File: src/hdl/dumpScale_macros.svh
// ====================
// dumpScale widths and depths
// Shared sizes for the dumped integrator: sample, accumulator and
// result widths, buffer depths and the saturation limit.
// ====================
`ifndef DUMPSCALE_MACROS_SVH
`define DUMPSCALE_MACROS_SVH

`define SAMPLE_W 18
`define ACC_W 48
`define RESULT_W 18

// buffer depths double as the credit counts of the two loops.
`define IN_DEPTH 8
`define RESULT_DEPTH 4

`define SAT_MAX 131071

`endif
File: src/hdl/dumpScalePkg.sv
// ====================
// dumpScalePkg
// Payload and configuration types for the dumped integrator.
// ====================
`default_nettype none

`include "dumpScale_macros.svh"

package dumpScalePkg;

    // signed sample, also used for the gain word.
    typedef logic signed [`SAMPLE_W-1:0] sampleT;

    // input buffer entry, a sample with its end-of-dump marker.
    typedef struct packed {
        sampleT sample;
        logic   last;
    } sampleEntryT;

    typedef logic signed [`ACC_W-1:0] accT;

    typedef logic signed [`RESULT_W-1:0] resultT;

    typedef logic [4:0] shiftT;

endpackage

`default_nettype wire

File: src/hdl/resultEgress.sv
// ====================
// resultEgress
// Buffers scaled results and sends one per downstream credit. Every
// send frees a result slot and is reported back to ingress.
// ====================
`default_nettype none

`include "dumpScale_macros.svh"

module resultEgress (
    input  wire logic                 clk,
    input  wire logic                 rstN,
    input  wire logic                 scaledValid,
    input  wire dumpScalePkg::resultT scaled,
    input  wire logic                 outCredit,
    output logic                      outValid,
    output dumpScalePkg::resultT      outResult,
    output logic                      resultCredit
);

    // wide enough for any grant backlog a sane sink will build up.
    localparam int creditW = 8;

    logic               fifoEmpty;
    logic               send;
    logic [creditW-1:0] dnCredits;

    creditFifo #(
        .payloadT (dumpScalePkg::resultT),
        .depth    (`RESULT_DEPTH)
    ) creditFifo_inst (
        .clk      (clk),
        .rstN     (rstN),
        .push     (scaledValid),
        .pushData (scaled),
        .pop      (send),
        .popData  (outResult),
        .empty    (fifoEmpty)
    );

    assign send         = !fifoEmpty && (dnCredits != '0);
    assign outValid     = send;
    assign resultCredit = send;

    always_ff @(posedge clk) begin
        if (!rstN) begin
            dnCredits <= '0;
        end else begin
            case ({outCredit, send})
                2'b10:   dnCredits <= dnCredits + 1'b1;
                2'b01:   dnCredits <= dnCredits - 1'b1;
                default: dnCredits <= dnCredits;
            endcase
        end
    end

    // a grant while the counter is saturated and nothing is sent would be lost.
    grantNoWrap: assert property (@(posedge clk) disable iff (!rstN)
        (dnCredits == '1 && outCredit) |-> send)
        else $error("resultEgress: downstream credit counter overflow");

endmodule

`default_nettype wire

File: src/hdl/creditFifo.sv
// ====================
// creditFifo
// Synchronous circular-buffer FIFO for any payload type. The writer
// is expected to hold credits, so it never pushes into a full buffer.
// ====================
`default_nettype none

module creditFifo #(
    parameter type payloadT = logic,
    parameter int depth = 4
) (
    input  wire logic    clk,
    input  wire logic    rstN,
    input  wire logic    push,
    input  wire payloadT pushData,
    input  wire logic    pop,
    output payloadT      popData,
    output logic         empty
);

    localparam int ptrW = (depth > 1) ? $clog2(depth) : 1;
    localparam int cntW = $clog2(depth + 1);

    payloadT          mem [depth];
    logic [ptrW-1:0]  wrPtr;
    logic [ptrW-1:0]  rdPtr;
    logic [cntW-1:0]  count;
    logic             full;

    function automatic logic [ptrW-1:0] nextPtr(input logic [ptrW-1:0] ptr);
        if (ptr == ptrW'(depth - 1)) begin
            return '0;
        end
        return ptr + 1'b1;
    endfunction

    always_ff @(posedge clk) begin
        if (push) begin
            mem[wrPtr] <= pushData;
        end
    end

    always_ff @(posedge clk) begin
        if (!rstN) begin
            wrPtr <= '0;
            rdPtr <= '0;
            count <= '0;
        end else begin
            if (push) begin
                wrPtr <= nextPtr(wrPtr);
            end
            if (pop) begin
                rdPtr <= nextPtr(rdPtr);
            end
            case ({push, pop})
                2'b10:   count <= count + 1'b1;
                2'b01:   count <= count - 1'b1;
                default: count <= count;
            endcase
        end
    end

    // the head is visible without a read cycle.
    assign popData = mem[rdPtr];
    assign empty   = (count == '0);
    assign full    = (count == cntW'(depth));

    // a push into a full buffer means the writer broke its credit count.
    pushNotFull: assert property (@(posedge clk) disable iff (!rstN) push |-> !full)
        else $error("creditFifo: push while full");

    popNotEmpty: assert property (@(posedge clk) disable iff (!rstN) pop |-> !empty)
        else $error("creditFifo: pop while empty");

endmodule

`default_nettype wire

File: config.mk
export PLATFORM = sky130hd
export DESIGN_NAME = resultEgress
export DESIGN_NICKNAME = d
export VERILOG_FILES = /design/src/hdl/dumpScalePkg.sv /design/src/hdl/resultEgress.sv /design/src/hdl/creditFifo.sv
export VERILOG_INCLUDE_DIRS = /design/src /design/src/hdl
export SDC_FILE = /design/constraint.sdc
export NUM_CORES = 1
export LEC_CHECK = 0
export CORE_UTILIZATION = 51
export DETAILED_ROUTE_END_ITERATION = 16
export DONT_BUFFER_PORTS = 1
export HOLD_SLACK_MARGIN = 0.15
export MAX_ROUTING_LAYER = met4
export PLACE_DENSITY = 0.74
export RECOVER_POWER = 50
export SYNTH_ARGS = -nofsm -noshare
export SYNTH_HDL_FRONTEND = slang
export SYNTH_HIERARCHICAL = 1
export SYNTH_SLANG_ARGS = --single-unit
File: constraint.sdc
create_clock -name clk -period 2.5 [get_ports clk]
set_input_delay 0.5 -clock clk [delete_from_list [all_inputs] [get_ports clk]]
set_output_delay 0.5 -clock clk [all_outputs]
set_load 0.02 [all_outputs]
==> out/metrics.cfg <==
[setup_path]
rr_startpoint=dnCredits[1]
critPathCaptureType=flip-flop
r2r_cells=9
worstSetupPathType=reg2reg
endpoint=dnCredits[7]
crit_start=dnCredits[1]
cp_max_fo=6
rrSetupSlack_ns=0.09
reg2reg_to=dnCredits[7]
worstPathArrival_ns=2.66
required_ns=2.75
critPathLaunchType=flip-flop

[yosys]
async_flop_share=0
yosysMostFrequentCell=edfxtp_1
synth_flop_cell=edfxtp_1
synth_largest_area_cell=edfxtp_1
synthCells=220
synth_edf_count=72
synth_seq_cells=89
synth_cell_types=41
seq_area_frac_synth=0.6649
ys_warn_count=6
synthesis.area_sq_um=3764
synth_nets=257
avgSynthCellArea_sq_um=17.11
synth_common_cells=edfxtp_1 (72), dfxtp_1 (17), ha_1 (13), and2_1 (11)
synth_top_cell_area_share=0.5745
ys_top_cells_by_area=edfxtp_1 (57%), dfxtp_1 (9.0%), mux4_2 (6.0%), mux4_1 (5.6%), ha_1 (4.3%)

[layout]
multi_input_area_sq_um=1219
regArea_sq_um=2512
n_fill_cell=509
nets=275
finalInstanceArea_sq_um=4193
final_util=0.6038
drive_gt1_frac=0.2346
areaGrowthSynthToFinish_pct=11.40
diodes=0
finalNonFillerCells=339

[floorplanning]
die_y_um=87.91
dieArea_sq_um=7727
die_w_um=87.91
coreArea_sq_um=6944
start_util=0.5420
core.rowCount=30
io_pins=42

[sta]
finClkSkew_ns=0.01233
finalCritPeriodShare=0.9650
worst_slew_pin_slew_ns=1.138
layout_setup_ws_ns=0.08757
holdWs_ns=0.2350
max_freq_ghz=0.4145
drv_slew=0
finalHoldViolations=0
period_needed_ns=2.412
slew_headroom=0.2414
setup_viol=0
setup_tns_ns=0

[routing]
drcViolationCount=0
top_layer=met4
dr_wl_met3_um=325
dr.pass1.iters=4
drt_iter0_drc=104
dr_total_vias=1879
wl_um=5877
drt-met1-wl_um=2411
antenna_left=0
drt-wirelength-per-cell_um=17.34
avgViaCountPerCell=5.543
met2_length_um=3073

[clocking]
h-tree-depth=3
cts_max_path_buffers=2
tritoncts=built
clk_latency_ns=0.35
cts_root_buffer=clkbuf_8
postCtsHoldBufs=0
cts_buffers=9
clk_pin_slew_ns=0.10
cts_num_sinks=89

[placed_design]
port_buffers=0
dp_hpwl_um=3848
numPlacedInstances=321
pre_cts_slack_ns=0.07014
placedInstanceArea_sq_um=3949
place.gp.congestion=0.8469

[global_routing]
grt.total_usage=0.1740
grt_pass1_wl_um=9487
antenna_found_initial=0
grt_overflow=0
grt_pass1_vias=1912
grt_start_max_net_pins=21

[power]
power.density_nw_per_um2=956.4
vdd.ir_drop.worst_mv=0.5980
p_leak_nw=1.440
p_total_mw=4.010

[status]
status=completed

[min_path]
min-delay-start=scaled[11]
hp-class=in2reg

[job]
maxCapViolCount=0

routing by layer:
metal / up-vias / track usage
met5: - / -
met4: 0 / 0.06706
met3: 7 / 0.06032
met2: 35 / 0.2833
met1: 939 / 0.1978
li1: 898 / -
registers in the layout (all words and copies together) (netlist names), named ones only:
register and flops:
creditFifo_inst/wrPtr 2, creditFifo_inst/mem 72, dnCredits 8, creditFifo_inst/rdPtr 2, creditFifo_inst/count 3
report_power, final:
part	total [mW]	switching (mW)	leakage, nW	internal, mW
Combinational	1.28	0.673	0.548	0.605
Sequential	1.83	0.0984	0.804	1.73
Clock	0.902	0.524	0.0884	0.378
Total	4.01	1.30	1.44	2.71
layout make-up:
type / instances / area share
clock buffer: 9 / 0.02954
clock inverter: 7 / 0.01462
inverter: 10 / 0.008953
multi-input combinational: 113 / 0.2907
sequential: 89 / 0.5992
tap: 96 / 0.02865
timing repair buffer: 15 / 0.02835
worst max-delay path, cell delays in order (launching register included):
cell and delay (ns):
dfxtp_2 0.36, nor4_4 0.29, a21oi_2 0.11, ha_4 0.20, ha_1 0.28, o21ai_0 0.34, nor3_2 0.09, mux2_4 0.31
and3_1 0.17, o21a_1 0.18
cell usage in the layout (no fill, tap or decap), drive strengths merged, types with 8 or more instances in the layout:
master,netlist,final
mux4,18,18
buf,6,13
dfxtp,17,17
ha,13,13
inv,10,13
clkbuf,2,11
edfxtp,72,72
and2,11,11
nand2,8,8
cells by family (layout without fill, tap and decap cells):
family / Yosys count / in the layout / share of synthesized area
XOR/XNOR: 5 / 5 / 0.01164
buffers and inverters: 18 / 41 / 0.02793
AO/OA/AOI/OAI: 27 / 27 / 0.04754
AND/OR/NAND/NOR: 45 / 45 / 0.06915
multiplexers: 21 / 21 / 0.1250
adder cells (fa/ha/maj): 15 / 15 / 0.05386
flip-flops: 89 / 89 / 0.6649
worst min-delay path by stage:
stage	end	cells after the start
2_1_floorplan	creditFifo_inst/count[2]	2
3_3_place_gp	creditFifo_inst/count[2]	2
3_5_place_dp	creditFifo_inst/count[2]	2
4_1_cts	creditFifo_inst/mem[0][14]	0
5_1_grt	creditFifo_inst/mem[1][11]	0
6_report	creditFifo_inst/mem[2][11]	0
repair_timing:
action,4_1_cts,5_1_grt
buffers inserted,0,2
endpoints found under the setup margin,0,3
resized for setup,0,15
No activity file was read; power rests on OpenSTA's default activity.
