File: src/hdl/dumpScale_macros.svh
// ====================
// dumpScale widths and depths
// Shared sizes for the dumped integrator: sample, accumulator and
// result widths, buffer depths and the saturation limit.
// ====================
`ifndef DUMPSCALE_MACROS_SVH
`define DUMPSCALE_MACROS_SVH

`define SAMPLE_W 18
`define ACC_W 48
`define RESULT_W 18

// buffer depths double as the credit counts of the two loops.
`define IN_DEPTH 8
`define RESULT_DEPTH 4

`define SAT_MAX 131071

`endif
File: src/hdl/dumpScalePkg.sv
// ====================
// dumpScalePkg
// Payload and configuration types for the dumped integrator.
// ====================
`default_nettype none

`include "dumpScale_macros.svh"

package dumpScalePkg;

    // signed sample, also used for the gain word.
    typedef logic signed [`SAMPLE_W-1:0] sampleT;

    // input buffer entry, a sample with its end-of-dump marker.
    typedef struct packed {
        sampleT sample;
        logic   last;
    } sampleEntryT;

    typedef logic signed [`ACC_W-1:0] accT;

    typedef logic signed [`RESULT_W-1:0] resultT;

    typedef logic [4:0] shiftT;

endpackage

`default_nettype wire

File: src/hdl/dumpAccumulator.sv
// ====================
// dumpAccumulator
// Multiplies each sample by the gain and integrates the products.
// A last-marked product closes the dump and restarts from zero.
// ====================
`default_nettype none

`include "dumpScale_macros.svh"

module dumpAccumulator (
    input  wire logic                 clk,
    input  wire logic                 rstN,
    input  wire logic                 sampleValid,
    input  wire dumpScalePkg::sampleT sample,
    input  wire logic                 sampleLast,
    input  wire dumpScalePkg::sampleT gain,
    output logic                      sumValid,
    output dumpScalePkg::accT         sum
);

    logic signed [2*`SAMPLE_W-1:0] fullProd;
    logic                          prodValid;
    logic                          prodLast;
    dumpScalePkg::accT             product;
    dumpScalePkg::accT             acc;

    assign fullProd = sample * gain;

    // product stage.
    always_ff @(posedge clk) begin
        product  <= dumpScalePkg::accT'(fullProd);
        prodLast <= sampleLast;
    end

    always_ff @(posedge clk) begin
        if (!rstN) begin
            prodValid <= 1'b0;
            sumValid  <= 1'b0;
            acc       <= '0;
        end else begin
            prodValid <= sampleValid;
            sumValid  <= prodValid && prodLast;
            if (prodValid) begin
                // the closing product goes out with the sum, so the next
                // dump can start accumulating on the very next cycle.
                acc <= prodLast ? '0 : acc + product;
            end
        end
    end

    // accumulation wraps modulo 2^48.
    always_ff @(posedge clk) begin
        if (prodValid && prodLast) begin
            sum <= acc + product;
        end
    end

endmodule

`default_nettype wire

File: config.mk
export PLATFORM = sky130hd
export DESIGN_NAME = dumpAccumulator
export DESIGN_NICKNAME = d
export VERILOG_FILES = /design/src/hdl/dumpScalePkg.sv /design/src/hdl/dumpAccumulator.sv
export VERILOG_INCLUDE_DIRS = /design/src /design/src/hdl
export SDC_FILE = /design/constraint.sdc
export NUM_CORES = 1
export LEC_CHECK = 0
export ABC_AREA = 1
export ABC_CLOCK_PERIOD_IN_PS = 12700
export BUFFER_PORTS_ARGS = -buffer_cell sky130_fd_sc_hd__buf_2
export CORE_UTILIZATION = 35
export DETAILED_ROUTE_END_ITERATION = 10
export PLACE_DENSITY_LB_ADDON = 0.3
export SYNTH_ARGS = -nofsm -noshare
export SYNTH_HDL_FRONTEND = slang
export SYNTH_SLANG_ARGS = --single-unit
export TNS_END_PERCENT = 5
File: constraint.sdc
create_clock -name clk -period 12.7 [get_ports clk]
set_clock_uncertainty 0.2 [all_clocks]
set_input_delay 2.54 -clock clk [delete_from_list [all_inputs] [get_ports clk]]
set_output_delay 2.54 -clock clk [all_outputs]
set_load 0.05 [all_outputs]
==> results of run 1 <==
## worst paths after layout
path	to	slack (ns)	cells past startpoint
hold / removal	acc[16]	0.27	2
hold reg to reg	acc[16]	0.27	2
setup reg to reg	sum[37]	9.83	10
setup / recovery	product[27]	4.54	17
## sequential cells by signal, summed over array words and instances, names as in the netlist
name / cells
sumValid: 1
prodValid: 1
prodLast: 1
product: 36
sum: 48
acc: 48
## cell families (layout without fill, tap and decap cells)
| logic type | count (synthesis) | after routing | synth area share (%) |
|---|---|---|---|
| xor+xnor | 54 | 54 | 2.29 |
| simple gates | 1160 | 1160 | 22.5 |
| buf+inv | 895 | 931 | 16.0 |
| compound gates | 163 | 163 | 4.14 |
| flops | 135 | 135 | 15.2 |
| fa+ha+maj | 470 | 470 | 39.8 |
## final cells by class
type,instances,share of cell area (%)
inverters,809,13.4
multi-input cells,1847,63.8
clock buffers,18,1.90
clock inverters,13,0.525
flip-flops and latches,135,14.1
well taps,773,4.27
repair buffers,91,2.04
## per-stage QoR
step | instances | instance area [sq um] | util (%) | hold WS [ns] | worst slack [ns]
after floorplan | 2877 | 21000 | - | 0.232 | 4.49
after global placement | 3655 | 22100 | 37.4 | 0.257 | 4.12
after detailed placement | 3655 | 22100 | 37.4 | 0.260 | 4.07
after CTS | 3686 | 22600 | 38.3 | 0.270 | 4.51
after global routing | 3686 | 22600 | 38.3 | 0.287 | 4.15
final | 3686 | 22600 | 38.3 | 0.268 | 4.54
## worst max-delay path, cell delays in order
cell	delay [ns]
buf_2	0.34
nand2_1	0.22
fa_1	0.60
inv_1	0.14
fa_1	0.91
fa_1	0.53
fa_1	0.50
fa_1	0.49
inv_1	0.05
fa_1	0.47
inv_1	0.04
ha_1	0.34
nand2_1	0.14
nor4_1	0.51
nand3_1	0.13
o211ai_1	0.21
xor2_1	0.16
## per-layer routing
layer	routed length (um)	vias up	GRT usage, %	part of all wire, %
met1	26200	7835	26.4	47
met2	25900	437	33.0	46
met5	0	-	0	0
met4	841	0	4.65	1.5
li1	-	8346	-	-
met3	2930	45	2.18	5.2
## placed cells by master, fill, tap and decap left out, types with 5 or more instances in the layout
cell | Yosys | layout
a21oi_1 | 115 | 115
nand2_2 | 7 | 7
dfxtp_1 | 87 | 87
nor2_2 | 16 | 16
nand3_1 | 87 | 87
nand2_1 | 865 | 865
nand4_1 | 18 | 18
edfxtp_1 | 48 | 48
a21o_1 | 6 | 6
and2_1 | 29 | 29
clkbuf_16 | 0 | 17
o21ai_0 | 28 | 28
or2_2 | 7 | 7
inv_2 | 6 | 7
xnor2_1 | 17 | 17
nor2_1 | 108 | 107
buf_2 | 2 | 88
inv_1 | 802 | 801
fa_1 | 330 | 330
ha_1 | 140 | 140
nor3_1 | 10 | 10
nand3b_1 | 5 | 5
xor2_1 | 36 | 36
==> results.json, run 1 <==
{
  "routedWlPerCell_um": 15.2,
  "worstSetupPathType": "in -> reg",
  "syn_inst": 2877,
  "final_hold_violation_count": 0,
  "port_buffers": 88,
  "rsz0062_at_grt": "false",
  "clk-insertion-delay-late_ns": 0.44,
  "antenna-diode-count": 0,
  "crit_arrival_ns": 8.33,
  "dpl.hpwl_mm": 46.8,
  "setup_violators_final": 0,
  "timing.setup.tns_ns": 0,
  "ys.flop_type": "dfxtp_1",
  "postSynthAreaPerCell_sq_um": 7.29,
  "ys_seq_elements": 135,
  "synthDominantCellAreaShare_pct": 31.5,
  "core_area_sq_mm": 0.0591,
  "timing_worst_slew_pin_value_ns": 1.01,
  "cp-startpoint": "gain[3]",
  "firstDrtPassIters": 9,
  "grt_max_degree": 50,
  "die-width_um": 247,
  "postSynthNetCount": 3387,
  "crit_path_max_fanout": 18,
  "status": "finished, violations left",
  "cts_htree_levels": 4,
  "number_of_global_route_vias_before_repair": 17200,
  "ys_top_cells_by_area": "fa_1 (31%), nand2_1 (15%), inv_1 (14%), ha_1 (8.3%), dfxtp_1 (8.3%)",
  "path_clk_slew_ns": 0.06,
  "antenna_found_initial": 0,
  "overflow_left_after_global_routing": 0,
  "worst_r2r_startpoint": "product[35]",
  "place_congestion": 0.955,
  "timing.critical_path.required_ns": 12.88,
  "timing.final.crit_share_pct": 64.2,
  "post_synth_top_cells": "nand2_1 (865), inv_1 (802), fa_1 (330)",
  "timing.fmax_mhz": 123,
  "clock-sinks": 135,
  "net_count_final": 3411,
  "drt-total-wl_mm": 55.9,
  "failed_checks": "design-rule violations",
  "cts.hold.buffers_added": 0,
  "worst_slew_margin_rel_pct": 32.7,
  "number_of_flops_mapped_to_enable_cells_by_yosys": 48,
  "vias_per_cell": 4.52,
  "cts.repair.resized": 0,
  "synth_seq_area_share_pct": 15.2,
  "fillerInstances": 6221,
  "via_count": 16700,
  "grt_pass1_wl_mm": 92.5,
  "die_area_sq_mm": 0.0609,
  "die-height_um": 247,
  "post-cts-setup-buffers": 0,
  "drv_cap": 0,
  "timing.critical_path.from_type": "input port",
  "synth_async_sr_flop_share_pct": 0,
  "flow.area_growth_from_synthesis_pct": 7.91,
  "synth.most_common_cell": "nand2_1",
  "clock_tree_from_tritoncts": "yes",
  "cts_made_buffers": 17,
  "final_period_minus_worst_setup_slack_ns": 8.16,
  "post_route_cells_drive_above_1_share_pct": 5.77,
  "start_util_pct": 35.5,
  "drv_slew": 0,
  "globalRouteTotalUtil_pct": 19.5,
  "yosysWarningCount": 0,
  "route.detailed.drc": 18,
  "worst_hold_path_type": "reg -> reg",
  "rows": 89,
  "cts-root-to-sink-buffers": 2,
  "multi_input_comb_area_sq_mm": 0.0144,
  "cts-root-buf": "clkbuf_16",
  "endpoint_kind": "register",
  "final_antenna_net_count": 0,
  "synth_top_area_cell": "fa_1",
  "ioPinCount": 89,
  "post_synth_num_cell_types": 39,
  "min-delay-start": "acc[16]",
  "drt_iter0_drc": 1174,
  "synth_area_sq_mm": 0.0210,
  "ff_latch_area_sq_mm": 0.00318
}
Power of run 1 is not shown: default switching activity piles up to over one toggle a cycle in this logic, so the estimate is an artifact.
==> run 2, diff against run 1 <==
Settings changed: ABC_CLOCK_PERIOD_IN_PS 12700 to 6870.
Clock period 12.7 ns to 6.87 ns, I/O delays scaled along.
==> run 2 against run 1 <==
Against the previous run: the run still ends with design-rule violations left; routed wire length fell by 3.5%; setup slack worse by 4.1 ns; via count rose by 1.4%; critical path type unchanged; critical endpoint is now product[31].
==> results.json, run 2 (synthesis results as in run 1) <==
{
  "worst_slew_margin_rel_pct": 31.0,
  "endpoint_kind": "register",
  "ioPinCount": 89,
  "antenna_found_initial": 0,
  "dpl.hpwl_mm": 47.0,
  "setup_violators_final": 0,
  "timing.final.crit_share_pct": 94.2,
  "status": "finished, violations left",
  "crit_arrival_ns": 6.59,
  "clock-sinks": 135,
  "post_route_cells_drive_above_1_share_pct": 9.23,
  "via_count": 16900,
  "number_of_global_route_vias_before_repair": 17500,
  "path_clk_slew_ns": 0.06,
  "cts-root-to-sink-buffers": 2,
  "mostFrequentLayoutCells": "nand2_1 (865), inv_1 (801), fa_1 (329)",
  "overflow_left_after_global_routing": 0,
  "clock_tree_from_tritoncts": "yes",
  "final_hold_violation_count": 0,
  "place_congestion": 0.955,
  "vias_per_cell": 4.45,
  "worstSetupPathType": "in -> reg",
  "cts_made_buffers": 17,
  "routedWlPerCell_um": 14.2,
  "die-height_um": 247,
  "multi_input_comb_area_sq_mm": 0.0144,
  "layout_top_registers": "acc (48), sum (48), product (36)",
  "drt_iter0_drc": 905,
  "cts.repair.resized": 0,
  "timing.critical_path.from_type": "input port",
  "antenna-diode-count": 0,
  "final_period_minus_worst_setup_slack_ns": 6.47,
  "most_frequent_standard_cell_in_the_layout_excluding_fill_and_tap_cells": "nand2_1",
  "worst_hold_path_type": "reg -> reg",
  "timing.setup.tns_ns": 0,
  "drt-total-wl_mm": 54.0,
  "globalRouteTotalUtil_pct": 18.6,
  "grt_pass1_wl_mm": 89.6,
  "utilization_pct": 39.9,
  "fillerInstances": 6254,
  "firstDrtPassIters": 8,
  "cts_htree_levels": 4,
  "rows": 89,
  "timing.critical_path.required_ns": 6.99,
  "start_util_pct": 35.5,
  "drv_slew": 0,
  "die_area_sq_mm": 0.0609,
  "rsz0062_at_grt": "false",
  "dpl.cell_count": 3763,
  "flow.area_growth_from_synthesis_pct": 12.3,
  "timing.fmax_mhz": 155,
  "final_antenna_net_count": 0,
  "die-width_um": 247,
  "port_buffers": 88,
  "fin_cells": 3795,
  "post-cts-setup-buffers": 0,
  "crit_path_max_fanout": 12,
  "cts.hold.buffers_added": 0,
  "worst_hold_slack_ns": 0.270,
  "net_count_final": 3519,
  "ff_latch_area_sq_mm": 0.00318,
  "failed_checks": "design-rule violations",
  "grt_max_degree": 50,
  "drv_cap": 0,
  "core_area_sq_mm": 0.0591,
  "clk-insertion-delay-late_ns": 0.44,
  "route.detailed.drc": 12,
  "cts-root-buf": "clkbuf_16",
  "timing_worst_slew_pin_value_ns": 1.03
}
==> run 2: changes by cell type in the layout (fill, tap and decap cells not counted), moves of 2 or more <==
cell / delta
buf_12: +6
buf_4: +102
inv_4: -2
inv_6: +2
==> run 2: path summary, 6_finish.rpt <==
check | slack (ns) | cells after the start | startpoint | end
setup / recovery | 0.40 | 25 | gain[6] | product[31]
hold / removal | 0.27 | 2 | acc[30] | acc[30]
setup reg to reg | 3.97 | 11 | product[35] | sum[41]
hold reg to reg | 0.27 | 2 | acc[30] | acc[30]
==> run 2: cell type report <==
cell class	count	area share, %
multi-input combinational	1847	61.3
inverter	809	12.9
tap	773	4.10
clock buffer	19	1.93
timing repair buffer	199	5.72
clock inverter	13	0.557
sequential	135	13.5
==> run 2: layer usage <==
metal  GRT usage [%]  vias up  wire (um)
met5               0        -          0
met4            4.03        0        805
met3            1.40       44       1520
met2            33.4      264      26300
met1            24.4     8027      25400
li1                -     8565          -
==> run 2: stage by stage <==
step,instance area (sq um),setup slack (ns)
3_5_place_dp,23000,-0.0642
3_3_place_gp,23000,-0.0138
6_report,23600,0.401
5_1_grt,23600,0.0555
4_1_cts,23600,0.384
2_1_floorplan,21000,-0.0208
==> run 2: critical path, stage by stage <==
cell	delay, ns
buf_2	0.19
buf_4	0.16
nand2_1	0.05
inv_1	0.06
fa_1	0.53
inv_1	0.05
fa_1	0.45
fa_1	0.54
inv_1	0.06
fa_1	0.48
fa_1	0.55
inv_1	0.06
fa_1	0.53
inv_1	0.04
ha_1	0.31
nand2_1	0.10
nor2_1	0.14
nor3b_1	0.32
nand3_1	0.12
nand3_1	0.13
nand2_1	0.06
nand2_1	0.08
nand2_1	0.07
nand3_1	0.07
nand2_1	0.06
Power of run 2 is left out for the same reason.
