--- src/hdl/dumpScale_macros.svh ---
// ====================
// dumpScale widths and depths
// Shared sizes for the dumped integrator: sample, accumulator and
// result widths, buffer depths and the saturation limit.
// ====================
`ifndef DUMPSCALE_MACROS_SVH
`define DUMPSCALE_MACROS_SVH

`define SAMPLE_W 18
`define ACC_W 48
`define RESULT_W 18

// buffer depths double as the credit counts of the two loops.
`define IN_DEPTH 8
`define RESULT_DEPTH 4

`define SAT_MAX 131071

`endif
--- src/hdl/dumpScalePkg.sv ---
// ====================
// dumpScalePkg
// Payload and configuration types for the dumped integrator.
// ====================
`default_nettype none

`include "dumpScale_macros.svh"

package dumpScalePkg;

    // signed sample, also used for the gain word.
    typedef logic signed [`SAMPLE_W-1:0] sampleT;

    // input buffer entry, a sample with its end-of-dump marker.
    typedef struct packed {
        sampleT sample;
        logic   last;
    } sampleEntryT;

    typedef logic signed [`ACC_W-1:0] accT;

    typedef logic signed [`RESULT_W-1:0] resultT;

    typedef logic [4:0] shiftT;

endpackage

`default_nettype wire

--- src/hdl/sampleIngress.sv ---
// ====================
// sampleIngress
// Buffers upstream samples and returns one credit per pop. A dump
// is only released while a result slot is reserved for it.
// ====================
`default_nettype none

`include "dumpScale_macros.svh"

module sampleIngress (
    input  wire logic                 clk,
    input  wire logic                 rstN,
    input  wire logic                 inValid,
    input  wire dumpScalePkg::sampleT inSample,
    input  wire logic                 inLast,
    output logic                      inCredit,
    input  wire logic                 resultCredit,
    output logic                      sampleValid,
    output dumpScalePkg::sampleT      sample,
    output logic                      sampleLast
);

    localparam int creditW = $clog2(`RESULT_DEPTH + 1);

    dumpScalePkg::sampleEntryT pushEntry;
    dumpScalePkg::sampleEntryT headEntry;
    logic                      fifoEmpty;
    logic                      popEn;
    logic                      popLast;
    logic [creditW-1:0]        resultCredits;

    assign pushEntry = '{sample: inSample, last: inLast};

    creditFifo #(
        .payloadT (dumpScalePkg::sampleEntryT),
        .depth    (`IN_DEPTH)
    ) creditFifo_inst (
        .clk      (clk),
        .rstN     (rstN),
        .push     (inValid),
        .pushData (pushEntry),
        .pop      (popEn),
        .popData  (headEntry),
        .empty    (fifoEmpty)
    );

    // only the sample that closes a dump waits for a result credit.
    assign popEn   = !fifoEmpty && (!headEntry.last || (resultCredits != '0));
    assign popLast = popEn && headEntry.last;

    assign sampleValid = popEn;
    assign sample      = headEntry.sample;
    assign sampleLast  = headEntry.last;
    assign inCredit    = popEn;

    always_ff @(posedge clk) begin
        if (!rstN) begin
            resultCredits <= creditW'(`RESULT_DEPTH);
        end else begin
            case ({popLast, resultCredit})
                2'b10:   resultCredits <= resultCredits - 1'b1;
                2'b01:   resultCredits <= resultCredits + 1'b1;
                default: resultCredits <= resultCredits;
            endcase
        end
    end

    // egress must never hand back more credits than result slots exist.
    creditBound: assert property (@(posedge clk) disable iff (!rstN)
        resultCredits <= creditW'(`RESULT_DEPTH))
        else $error("sampleIngress: result credit count above buffer depth");

endmodule

`default_nettype wire

--- src/hdl/creditFifo.sv ---
// ====================
// creditFifo
// Synchronous circular-buffer FIFO for any payload type. The writer
// is expected to hold credits, so it never pushes into a full buffer.
// ====================
`default_nettype none

module creditFifo #(
    parameter type payloadT = logic,
    parameter int depth = 4
) (
    input  wire logic    clk,
    input  wire logic    rstN,
    input  wire logic    push,
    input  wire payloadT pushData,
    input  wire logic    pop,
    output payloadT      popData,
    output logic         empty
);

    localparam int ptrW = (depth > 1) ? $clog2(depth) : 1;
    localparam int cntW = $clog2(depth + 1);

    payloadT          mem [depth];
    logic [ptrW-1:0]  wrPtr;
    logic [ptrW-1:0]  rdPtr;
    logic [cntW-1:0]  count;
    logic             full;

    function automatic logic [ptrW-1:0] nextPtr(input logic [ptrW-1:0] ptr);
        if (ptr == ptrW'(depth - 1)) begin
            return '0;
        end
        return ptr + 1'b1;
    endfunction

    always_ff @(posedge clk) begin
        if (push) begin
            mem[wrPtr] <= pushData;
        end
    end

    always_ff @(posedge clk) begin
        if (!rstN) begin
            wrPtr <= '0;
            rdPtr <= '0;
            count <= '0;
        end else begin
            if (push) begin
                wrPtr <= nextPtr(wrPtr);
            end
            if (pop) begin
                rdPtr <= nextPtr(rdPtr);
            end
            case ({push, pop})
                2'b10:   count <= count + 1'b1;
                2'b01:   count <= count - 1'b1;
                default: count <= count;
            endcase
        end
    end

    // the head is visible without a read cycle.
    assign popData = mem[rdPtr];
    assign empty   = (count == '0);
    assign full    = (count == cntW'(depth));

    // a push into a full buffer means the writer broke its credit count.
    pushNotFull: assert property (@(posedge clk) disable iff (!rstN) push |-> !full)
        else $error("creditFifo: push while full");

    popNotEmpty: assert property (@(posedge clk) disable iff (!rstN) pop |-> !empty)
        else $error("creditFifo: pop while empty");

endmodule

`default_nettype wire

--- config.mk ---
export PLATFORM = sky130hd
export DESIGN_NAME = sampleIngress
export DESIGN_NICKNAME = d
export VERILOG_FILES = /design/src/hdl/dumpScalePkg.sv /design/src/hdl/sampleIngress.sv /design/src/hdl/creditFifo.sv
export VERILOG_INCLUDE_DIRS = /design/src /design/src/hdl
export SDC_FILE = /design/constraint.sdc
export NUM_CORES = 1
export LEC_CHECK = 0
export BUFFER_PORTS_ARGS = -buffer_cell sky130_fd_sc_hd__buf_2
export CELL_PAD_IN_SITES_DETAIL_PLACEMENT = 1
export CELL_PAD_IN_SITES_GLOBAL_PLACEMENT = 2
export CORE_UTILIZATION = 50
export DETAILED_ROUTE_END_ITERATION = 10
export PLACE_DENSITY_LB_ADDON = 0.12
export SLEW_MARGIN = 20
export SYNTH_ARGS = -nofsm -noshare
export SYNTH_HDL_FRONTEND = slang
export SYNTH_SLANG_ARGS = --single-unit
export TNS_END_PERCENT = 30
--- constraint.sdc ---
create_clock -name clk -period 8.8 [get_ports clk]
set_clock_uncertainty 0.15 [all_clocks]
set_input_delay 0.44 -clock clk [delete_from_list [all_inputs] [get_ports clk]]
set_output_delay 0.44 -clock clk [all_outputs]
set_load 0.02 [all_outputs]
==> run summary, run 1 <==
The die covers 13600 sq um. The logs give 0.323 for the clock group share of total power and 12300 um for the overall routed net length. The via count of the first global-routing pass came out at 3410.

Traced cell by cell, the critical path runs through mux4_1, mux2_4, a21oi_1, ha_1, xor2_1, ha_1, a21oi_1, xor2_1, or3_1, a21oi_1. The die is 117 um wide. Number of post-CTS setup repair buffers: 0. The worst hold path terminates at creditFifo_inst.mem[2][5]$_DFFE_PP_. Before CTS, the worst setup slack after placement is 5.14 ns. Port buffering added 43 buffers. The transition time at the pin with the least slew margin is 0.890 ns. The flow ran to the end, and the final reports show no timing, DRC or antenna violations. The most common cell after layout, fill and taps aside is sky130_fd_sc_hd__edfxtp_1. In this run, synthesis inferred 152 flip-flops with an integrated enable. Setup repair after global routing left no endpoint under its margin. Across the run, the number of max-cap violations was 0. Clock latency on the worst-skew pair, taken at its later pin, is 0.42 ns. The run gives 5.51 ns as the final setup slack of the worst path. Entering global routing, the biggest net connects 38 pins. Power after layout: 2.21 mW. The hold path depth is 1.

Counting the fill cells in the layout gives 1126. A synthesized cell averages 20.5 sq um. The path class of the tightest hold or removal check is primary input to flop. The fraction of layout instances using a drive strength above 1 was 0.378. During synthesis, Yosys emitted a total of 0 warnings. The cell count of the worst reg-to-reg path was 10. The number of top-level pins is 44, and the setup TNS is 0 ns. In this run the clock root is driven by a sky130_fd_sc_hd__clkbuf_16. The tools report the number of buffers added by the clock tree synthesis step as 17. In the synthesized netlist, the number of instances is 320. For the number of endpoints failing setup at the final stage, the log shows 0. The core region is 12700 sq um. The number of hold buffers added after CTS was 0. For this run the aggregate overflow at the end of global routing stands at 0. The TritonCTS sink count is 168, and the leakage dissipation is 2.56 nW. Detailed placement ended at an HPWL of 7020 um.

The floorplan has 41 rows. Across all hold checks on the routed design, the worst slack comes to 0.134 ns. Starting density of the core: 0.516. The buffering stage count on the worst path with inverters included is 0. In this design, the stage delay of the slowest critical-path cell is 0.59 ns.

The met2 routing resource usage after global routing was 0.346. In this design, the largest share of critical-path delay is due to multiplexers. The switching share of power was 0.275. Across all register-to-register paths, the minimum setup slack is 5.51 ns.

The detailed router placed 3119 vias in this run. Synthesis instantiated 35 different standard cells from the library. Synthesis inferred 168 register bits. Summed over all nets, the switching power comes to 0.608 mW. The tools report the startpoint of the lowest-slack hold path as inSample[4]. Internal power summed over all cells: 1.60 mW. The top cell types in the final layout, fill and taps aside, are sky130_fd_sc_hd__edfxtp_1, sky130_fd_sc_hd__buf_2, sky130_fd_sc_hd__mux4_2.

The number of gates resized after CTS was 0. The most common flop cell mapped by yosys was sky130_fd_sc_hd__edfxtp_1. The average wire length per cell after detail routing is 21.7 um.

The final number of hold-violating endpoints was 0. The share of the clock period used by the worst path after layout was 0.374. The maximum level of the CTS H-tree is 4. The worst reg2reg path endpoint was creditFifo_inst.count[2]$_SDFFE_PN0P_.

Counting buffers and inverters, the worst setup path is 10 cells deep. The area growth from synthesis to layout is 15.9%. The met1 track demand over resource came out at 0.228.

The run gives 0.434 as the proportion of power drawn by flip-flops and latches. The share of power burned in combinational logic was 0.243; the clock input transition at the sequential cells of the worst setup and hold paths was 0.06 ns. The worst slew margin relative to its limit is 0.402, and the number of remaining DRC errors is 0. TritonCTS built the clock tree.

The met3 global-route usage came out at 0.0654. Once detail routing completed, the nets flagged for antenna violations numbered 0. The overall fraction of global-route tracks in use came out at 0.199. Global-route wire length before repair: 18500 um. For this design the ratio of total power to cell area is 290 nW/um^2. From bottom edge to top edge, the die measures 117 um.

The first routing iteration left 298 violations. met2 is the most crowded layer. The tools report the highest ir drop seen on vdd as 0.187 mV.

The most repeated library cell on the critical path was sky130_fd_sc_hd__a21oi_1. The mapped netlist covers 6570 sq um. The post-detailed-route via-to-cell ratio is 5.52, and the required time of the critical path is 8.99 ns.

The critical path is of the flop to flop type. The portion of the post-synthesis area used by sequential elements was 0.744. STA classifies the critical path startpoint as a flop.

The logs give 411 for the final net count and 2 for the number of buffers between clock root and the deepest sink. Timing would allow up to 304 MHz. The number of nets produced by synthesis was 352; the global placer's final weighted congestion was 0.689. The first detailed-routing pass ran for 5 iterations.

The count of final max-slew check failures was 0; the proportion of register bits with asynchronous set or reset after synthesis was 0. The initial antenna violation count came out at 0. The slowest cell on the critical path is sky130_fd_sc_hd__mux4_1.

The maximum fanout count along the critical path is 11. Data on the critical path arrives at its endpoint at 3.49 ns. The minimum period implied by the final worst setup slack came out at 3.29 ns.

STA classifies the critical path endpoint as a flop.
-- sequential cells by signal, indices dropped and copies added, names as in the netlist, named ones only --
signal and count:
creditFifo_inst.mem 152, creditFifo_inst.count 4, creditFifo_inst.wrPtr 3, resultCredits 3, creditFifo_inst.rdPtr 3
-- layout make-up --
type                    instances  area (sq um)  share of cell area
flip-flops and latches        168          4890               0.642
clock inverters                10           101              0.0133
diodes                          1          2.50            0.000329
clock buffers                  22           474              0.0623
inverters                       3          11.3             0.00148
well taps                     172           215              0.0283
multi-input cells             136          1630               0.215
repair buffers                 53           290              0.0381
-- power groups by stage --
stage	registers, mW	clock network [mW]	logic, mW
2_1_floorplan	0.944	0	0.441
3_3_place_gp	0.974	0	0.535
3_5_place_dp	0.976	0	0.546
4_1_cts	0.960	0.729	0.550
5_1_grt	0.966	0.758	0.592
6_report	0.958	0.714	0.537
-- synthesized netlist by cell type, types with 2 or more instances --
master	count	area share
sky130_fd_sc_hd__o21ai_0	4	0.0030
sky130_fd_sc_hd__ha_1	8	0.015
sky130_fd_sc_hd__buf_2	3	0.0023
sky130_fd_sc_hd__or3_1	2	0.0019
sky130_fd_sc_hd__o311ai_0	2	0.0027
sky130_fd_sc_hd__edfxtp_1	152	0.69
sky130_fd_sc_hd__nor3_1	7	0.0053
sky130_fd_sc_hd__nand2_1	7	0.0040
sky130_fd_sc_hd__nand3_1	2	0.0015
sky130_fd_sc_hd__nand2b_1	4	0.0038
sky130_fd_sc_hd__xor2_1	5	0.0067
sky130_fd_sc_hd__mux2i_1	4	0.0061
sky130_fd_sc_hd__inv_1	2	0.0011
sky130_fd_sc_hd__mux4_1	2	0.0080
sky130_fd_sc_hd__a21oi_1	6	0.0046
sky130_fd_sc_hd__mux2_2	18	0.031
sky130_fd_sc_hd__a31oi_1	2	0.0019
sky130_fd_sc_hd__clkbuf_1	5	0.0029
sky130_fd_sc_hd__mux4_2	36	0.12
sky130_fd_sc_hd__nand4_1	3	0.0029
sky130_fd_sc_hd__nor2_1	15	0.0086
sky130_fd_sc_hd__dfxtp_1	16	0.049
sky130_fd_sc_hd__buf_1	3	0.0017
-- metal layers --
layer	share of wire	vias to the layer above
met5	0	-
met4	0.020	0
met3	0.041	19
met2	0.53	73
met1	0.41	1596
li1	-	1431
-- stage by stage --
stage / area, sq um / utilization / std cells
floorplan: 6570 / - / 320
global placement: 7040 / 0.553 / 532
detailed placement: 7040 / 0.553 / 532
CTS: 7610 / 0.598 / 564
global route: 7610 / 0.598 / 564
finish: 7620 / 0.599 / 565
-- worst max path at each step --
stage	slack (ns)	to
global route	5.19	creditFifo_inst.count[2]$_SDFFE_PN0P_
finish	5.51	creditFifo_inst.count[2]$_SDFFE_PN0P_
floorplan	5.53	creditFifo_inst.count[2]$_SDFFE_PN0P_
global placement	5.20	creditFifo_inst.count[2]$_SDFFE_PN0P_
CTS	5.13	creditFifo_inst.count[2]$_SDFFE_PN0P_
detailed placement	5.14	creditFifo_inst.count[2]$_SDFFE_PN0P_
-- cell families (layout without fill, tap and decap cells) --
| group | Yosys count | in the layout | share of synthesized area |
|---|---|---|---|
| compound gates | 15 | 15 | 0.0135 |
| mux | 61 | 61 | 0.171 |
| other cells | 0 | 1 | 0 |
| flops | 168 | 168 | 0.744 |
| fa+ha+maj | 9 | 9 | 0.0183 |
| xor+xnor | 5 | 5 | 0.00667 |
| simple gates | 46 | 46 | 0.0358 |
| buf+inv | 16 | 88 | 0.0114 |
Power figures use the tool's default switching activity.
==> run 2: changes to the inputs <==
CORE_UTILIZATION = 47   (was 50)
clock period = 3.13 ns   (was 8.8 ns; I/O delays follow)
==> run summary, run 2 (synthesis results as in run 1) <==
The flip-flop count of the largest register, all copies and words added was 152 (unchanged); the number of endpoints failing setup at the final stage was 0 (unchanged). The transition time at the pin with the least slew margin is 0.609 ns (was 0.890 ns). The minimum period implied by the final worst setup slack works out to 2.93 ns (was 3.29 ns).

The category of the most critical setup path is flop to flop (unchanged). The tools report the setup TNS as 0 ns (unchanged). The area growth from synthesis to final layout is 20.0% (was 15.9%), and the share of power burned in combinational logic is 0.260 (was 0.243). The leakage dissipation is 2.66 nW (was 2.56 nW), and the maximum fanout count along the critical path is 9 (was 11). The overall fraction of global-route tracks in use is 0.193 (was 0.199). The logs give 14500 sq um (was 13600 sq um) for the full die area and 6.32 mW (was 2.21 mW) for the power after layout. The number of buffers added by the clock tree synthesis step came out at 17 (unchanged). Most frequent cells in the layout: sky130_fd_sc_hd__edfxtp_1, sky130_fd_sc_hd__buf_2, sky130_fd_sc_hd__mux4_2 (unchanged). The logs give 7300 um (was 7020 um) for the placed wire-length estimate and 0.43 ns (was 0.42 ns) for the clock latency reported for the late side of the worst-skew pair. The tools report the proportion of power drawn by flip-flops and latches as 0.417 (was 0.434).

The number of DRC violations after detailed-routing iteration 0 is 176 (was 298). The share of the clock period used by the worst path after layout works out to 0.935 (was 0.374). The total power per unit cell area is 802 nW/um^2 (was 290 nW/um^2), and the vertical extent of the die is 120 um (was 117 um). The number of buffers added on ports is 43 (unchanged). Number of detailed-routing iterations run before antenna repair: 4 (was 5).

The cell row count was 42 (was 41). The clock input transition at the sequential cells of the worst setup and hold paths came out at 0.07 ns (was 0.06 ns). Registers with the most flip-flops: creditFifo_inst.mem x152, creditFifo_inst.count x4 (unchanged). The run gives 0.593 (was 0.402) as the worst slew margin relative to its limit. The run gives 0 (unchanged) as the remaining antenna violation count after routing. The largest net degree at the start of global routing was 37 (was 38); the data arrival at the endpoint of the critical path was 3.13 ns (was 3.49 ns). List of cells traversed by the critical path: mux4_1, mux2_4, a21oi_2, ha_2, xor2_1, ha_1, a21oi_1, xor2_1, or3_1, a21oi_1 (was mux4_1, mux2_4, a21oi_1, ha_1, xor2_1, ha_1, a21oi_1, xor2_1, or3_1, a21oi_1). Setup repair after global routing left no endpoint under its margin. Diode insertion count for antenna repair: 0 (was 1). The tools report the count of final max-slew check failures as 0 (unchanged). The number of buffers between clock root and the deepest sink was 2 (unchanged). The fraction of layout instances using a drive strength above 1 works out to 0.376 (was 0.378).

For the overall routed net length, the log shows 12600 um (was 12300 um). The clock group share of total power came out at 0.322 (was 0.323). Type of the worst min-delay path: primary input to flop (unchanged). The maximum clock frequency is 342 MHz (was 304 MHz), and the switching share of power is 0.294 (was 0.275). The average wire length per cell after detail routing was 21.2 um (was 21.7 um); the global placer's final weighted congestion was 0.698 (was 0.689). Number of post-CTS setup repair buffers: 0 (unchanged).

TritonCTS built the clock tree. The number of top-level pins was 44 (unchanged). The category of the worst setup path launch point was a flop (unchanged).

The critical path's largest stage delay came out at 0.55 ns (was 0.59 ns). The TritonCTS sink count was 168 (unchanged). The most common cell after layout, fill and taps aside was sky130_fd_sc_hd__edfxtp_1 (unchanged).

The total number of vias came out at 3242 (was 3119). The count of maximum capacitance violations came out at 0 (unchanged). The run finished with clean final reports.

For the area of the core region, the log shows 13500 sq um (was 12700 sq um). The required time of the critical path is 3.34 ns (was 8.99 ns), and the number of remaining DRC errors is 0 (unchanged). The highest ir drop seen on vdd was 0.468 mV (was 0.187 mV); the post-detailed-route via-to-cell ratio was 5.46 (was 5.52). Total congestion overflow after global routing: 0 (unchanged). The net switching component of the power came out at 1.86 mW (was 0.608 mW). The starting density of the core was 0.488 (was 0.516); the via count of the first global-routing pass was 3513 (was 3410).

The slowest cell on the critical path was sky130_fd_sc_hd__mux4_1 (unchanged). The global-route wire length before repair came out at 19500 um (was 18500 um). The register containing the most flip-flops in the final layout is creditFifo_inst.mem (unchanged). The tools report the maximum level of the CTS H-tree as 4 (unchanged).

The final net count was 437 (was 411). The root cell of the clock tree is sky130_fd_sc_hd__clkbuf_16 (unchanged). The internal power summed over all cells is 4.46 mW (was 1.60 mW). The final number of hold-violating endpoints came out at 0 (unchanged). The floorplan die width works out to 120 um (was 117 um). The initial antenna violation count came out at 0 (unchanged). The capturing element type of the critical path was a flop (unchanged).
## run 2: final timing paths
kind / start / to / slack (ns) / depth (start not counted)
min reg2reg: creditFifo_inst.count[3]$_SDFFE_PN0P_ / creditFifo_inst.count[3]$_SDFFE_PN0P_ / 0.34 / 2
min: resultCredit / resultCredits[0]$_SDFFE_PN0P_ / 0.08 / 4
max: flop / creditFifo_inst.count[2]$_SDFFE_PN0P_ / 0.20 / 10
max reg2reg: flop / creditFifo_inst.count[2]$_SDFFE_PN0P_ / 0.20 / 10
## run 2: cell type report
class | instances | area, sq um
Timing Repair Buffer | 79 | 538
Inverter | 3 | 11.3
Sequential cell | 168 | 4890
Tap cell | 176 | 220
Clock inverter | 15 | 163
Fill cell | 1204 | 5570
Clock buffer | 17 | 425
Multi-Input combinational cell | 136 | 1640
## run 2: critical path, delay by kind of cell, from the launching register on
family	cells	cell delay (ns)
compound gates	3	0.40
xor+xnor	2	0.32
fa+ha+maj	2	0.43
flops	1	0.37
mux	2	0.88
simple gates	1	0.31
## run 2: power by group through the flow
stage | logic (mW) | clock network [mW] | registers, mW
floorplan | 1.25 | 0 | 2.65
global placement | 1.62 | 0 | 2.68
detailed placement | 1.65 | 0 | 2.69
CTS | 1.68 | 2.09 | 2.64
global route | 1.80 | 2.16 | 2.66
finish | 1.65 | 2.04 | 2.64
## run 2: per-layer routing
metal,GRT usage,routed length [um],vias up
met5,0,0,-
met4,0.0702,199,0
met3,0.0500,384,14
met2,0.337,6660,55
met1,0.230,5350,1691
li1,-,-,1482
## run 2: through the flow
| stage | setup WS [ns] | utilization | instance area, sq um | hold slack (ns) | instances |
|---|---|---|---|---|---|
| 2_1_floorplan | 0.0496 | - | 6570 | 0.105 | 320 |
| 3_3_place_gp | 0.259 | 0.527 | 7080 | 0.270 | 541 |
| 3_5_place_dp | 0.184 | 0.527 | 7080 | 0.280 | 541 |
| 4_1_cts | 0.154 | 0.586 | 7880 | 0.0578 | 594 |
| 5_1_grt | 0.00256 | 0.586 | 7880 | 0.110 | 594 |
| 6_report | 0.202 | 0.586 | 7880 | 0.0753 | 594 |
## run 2: what timing repair did
action	4_1_cts	5_1_grt
hold buffers	21	0
setup endpoints to repair	0	1
endpoints found under the hold margin	158	0
gates resized for setup	0	1
==> run 3: changes to the inputs <==
CAP_MARGIN = 20   (was not set)
PLACE_DENSITY_LB_ADDON = 0.1   (was 0.12)
clock period = 2.9 ns   (was 3.13 ns; I/O delays follow)
==> run summary, run 3 (synthesis results as in run 1) <==
The tools report the maximum clock frequency as 358 MHz (was 342 MHz). Post-detailed-placement cell area: 7100 sq um (was 7080 sq um). Total power per unit cell area: 885 nW/um^2 (was 802 nW/um^2). Switching share of power: 0.287 (was 0.294).

The vertical extent of the die is 120 um (unchanged). The average wire length per cell after detail routing works out to 21.3 um (was 21.2 um). The overall fraction of global-route tracks in use was 0.195 (was 0.193); the overall routed net length was 12700 um (was 12600 um). The run gives 0.475 mV (was 0.468 mV) as the highest ir drop seen on vdd. The global-route wire length before repair is 20000 um (was 19500 um). The total number of vias was 3264 (was 3242).

The tools report the number of remaining DRC errors as 0 (unchanged). The final number of hold-violating endpoints was 0 (unchanged). The share of the clock period used by the worst path after layout came out at 0.964 (was 0.935). The category of the worst setup path launch point was a flop (unchanged). The maximum fanout count along the critical path works out to 4 (was 9).

The logs give 168 (unchanged) for the TritonCTS sink count and 1670 sq um (was 1640 sq um) for the footprint of the multi-input gates. Registers with the most flip-flops: creditFifo_inst.mem x152, creditFifo_inst.count x4 (unchanged). The register containing the most flip-flops in the final layout is creditFifo_inst.mem (unchanged). For the final net count, the log shows 440 (was 437).

The logs give 13500 sq um (unchanged) for the area of the core region and 0 (unchanged) for the diode insertion count for antenna repair. Setup repair after global routing could not meet its margin everywhere. Clock group share of total power: 0.330 (was 0.322). The fraction of layout instances using a drive strength above 1 is 0.392 (was 0.376), and the number of detailed-routing iterations run before antenna repair is 4 (unchanged).

The tools report the cell row count as 42 (unchanged). The largest net degree at the start of global routing was 37 (unchanged); the number of buffers added on ports was 43 (unchanged). The post-detailed-route via-to-cell ratio is 5.47 (was 5.46). The proportion of power drawn by flip-flops and latches came out at 0.405 (was 0.417).

The logs give 2 (unchanged) for the number of buffers between clock root and the deepest sink and 5.02 mW (was 4.46 mW) for the internal power summed over all cells. Via count of the first global-routing pass: 3522 (was 3513). Leakage dissipation: 2.68 nW (was 2.66 nW).

Most frequent cells in the layout: sky130_fd_sc_hd__edfxtp_1, sky130_fd_sc_hd__buf_2, sky130_fd_sc_hd__mux4_2 (unchanged). Number of endpoints failing setup at the final stage: 0 (unchanged). The flow ran to the end, and the final reports show no timing, DRC or antenna violations.

The clock input transition at the sequential cells of the worst setup and hold paths works out to 0.07 ns (about the same). The full die area is 14500 sq um (unchanged). The tools report the sequential standard cell area as 4890 sq um (about the same). The type of the worst min-delay path was primary input to flop (unchanged). The tools report the capturing element type of the critical path as a flop (unchanged). The final cell utilization of the core was 0.592 (was 0.586); the placed wire-length estimate was 7100 um (was 7300 um). The minimum period implied by the final worst setup slack is 2.79 ns (was 2.93 ns).

The area growth from synthesis to final layout was 21.3% (was 20.0%). The number of top-level pins is 44 (unchanged). The most common cell after layout, fill and taps aside is sky130_fd_sc_hd__edfxtp_1 (unchanged).

The starting density of the core is 0.488 (unchanged). The register-to-register setup slack came out at 0.11 ns (was 0.20 ns). Root cell of the clock tree: sky130_fd_sc_hd__clkbuf_16 (unchanged). The count of maximum capacitance violations came out at 0 (unchanged). Floorplan die width: 120 um (unchanged). The total congestion overflow after global routing was 0 (unchanged); the required time of the critical path was 3.10 ns (was 3.34 ns). The transition time at the pin with the least slew margin is 0.567 ns (was 0.609 ns), and the post-route cell area is 7970 sq um (was 7880 sq um). The number of buffers added by the clock tree synthesis step is 17 (unchanged), and the net switching component of the power is 2.03 mW (was 1.86 mW). TritonCTS built the clock tree. The data arrival at the endpoint of the critical path came out at 2.99 ns (was 3.13 ns). The global placer's final weighted congestion came out at 0.674 (was 0.698).

The tools report the remaining antenna violation count after routing as 0 (unchanged). Category of the most critical setup path: flop to flop (unchanged). The tools report the initial antenna violation count as 0 (unchanged). The flip-flop count of the largest register, all copies and words added came out at 152 (unchanged).

Maximum level of the CTS H-tree: 4 (unchanged). The clock latency reported for the late side of the worst-skew pair was 0.42 ns (was 0.43 ns); the setup TNS was 0 ns (unchanged). Worst slew margin relative to its limit: 0.622 (was 0.593).

The count of fill cells added during filler insertion was 1213 (was 1204); the number of DRC violations after detailed-routing iteration 0 was 184 (was 176). The run gives 0 (unchanged) as the count of final max-slew check failures. Share of power burned in combinational logic: 0.265 (was 0.260).
run 3: cell count changes in the layout (fill, tap and decap cells not counted), moves of 2 or more:
| cell | previous run | this run |
|---|---|---|
| sky130_fd_sc_hd__ha_1 | 7 | 5 |
| sky130_fd_sc_hd__inv_8 | 4 | 1 |
| sky130_fd_sc_hd__bufinv_16 | 1 | 3 |
| sky130_fd_sc_hd__buf_4 | 15 | 18 |
| sky130_fd_sc_hd__clkinv_4 | 2 | 5 |
run 3: worst paths after layout:
path         depth (start not counted)                                   from                                    end
min                                  4                           resultCredit          resultCredits[1]$_SDFFE_PN0P_
max reg2reg                         10                                   flop  creditFifo_inst.count[2]$_SDFFE_PN0P_
max                                 10                                   flop  creditFifo_inst.count[2]$_SDFFE_PN0P_
min reg2reg                          2  creditFifo_inst.count[3]$_SDFFE_PN0P_  creditFifo_inst.count[3]$_SDFFE_PN0P_
run 3: what timing repair did:
item | in CTS | in global routing
pin swaps | 1 | 2
resized for setup | 1 | 4
endpoints found under the hold margin | 158 | 0
cloned | 0 | 0
hold buffers | 21 | 0
setup endpoints to repair | 1 | 2
buffers inserted | 2 | 2
run 3: area by class of cell:
cell class	count	share of cell area
well taps	176	0.0276
flip-flops and latches	168	0.614
clock buffers	17	0.0534
multi-input cells	136	0.209
clock inverters	15	0.0243
repair buffers	82	0.0704
inverters	3	0.00141
run 3: per-stage QoR:
stage          power [mW]  cells  setup slack, ns  hold WS (ns)
2_1_floorplan        4.24    320          -0.0220        0.0939
3_3_place_gp         4.67    540           0.0901         0.257
3_5_place_dp         4.72    540           0.0231         0.266
4_1_cts              7.10    595          0.00797        0.0468
5_1_grt              7.38    597         -0.00819        0.0362
6_report             7.05    597            0.105        0.0417
run 3: routing by layer:
| metal | track usage | wire length, um |
|---|---|---|
| met3 | 0.0528 | 342 |
| met2 | 0.306 | 6210 |
| met1 | 0.268 | 6030 |
| met4 | 0.0625 | 135 |
| met5 | 0 | 0 |
run 3: critical path, stage by stage, from the launching register on:
cell	delay, ns
sky130_fd_sc_hd__dfxtp_4	0.38
sky130_fd_sc_hd__mux4_2	0.50
sky130_fd_sc_hd__mux2_4	0.31
sky130_fd_sc_hd__a21oi_4	0.21
sky130_fd_sc_hd__ha_4	0.17
sky130_fd_sc_hd__xor2_1	0.15
sky130_fd_sc_hd__ha_2	0.18
sky130_fd_sc_hd__a21oi_1	0.04
sky130_fd_sc_hd__xor2_1	0.16
sky130_fd_sc_hd__or3_1	0.33
sky130_fd_sc_hd__a21oi_2	0.14
run 3: power by group through the flow:
stage	registers (mW)	logic [mW]	clock network, mW
after CTS	2.85	1.87	2.38
after detailed placement	2.90	1.81	0
after global placement	2.89	1.78	0
final	2.85	1.86	2.33
after floorplan	2.87	1.38	0
after global routing	2.87	2.05	2.47
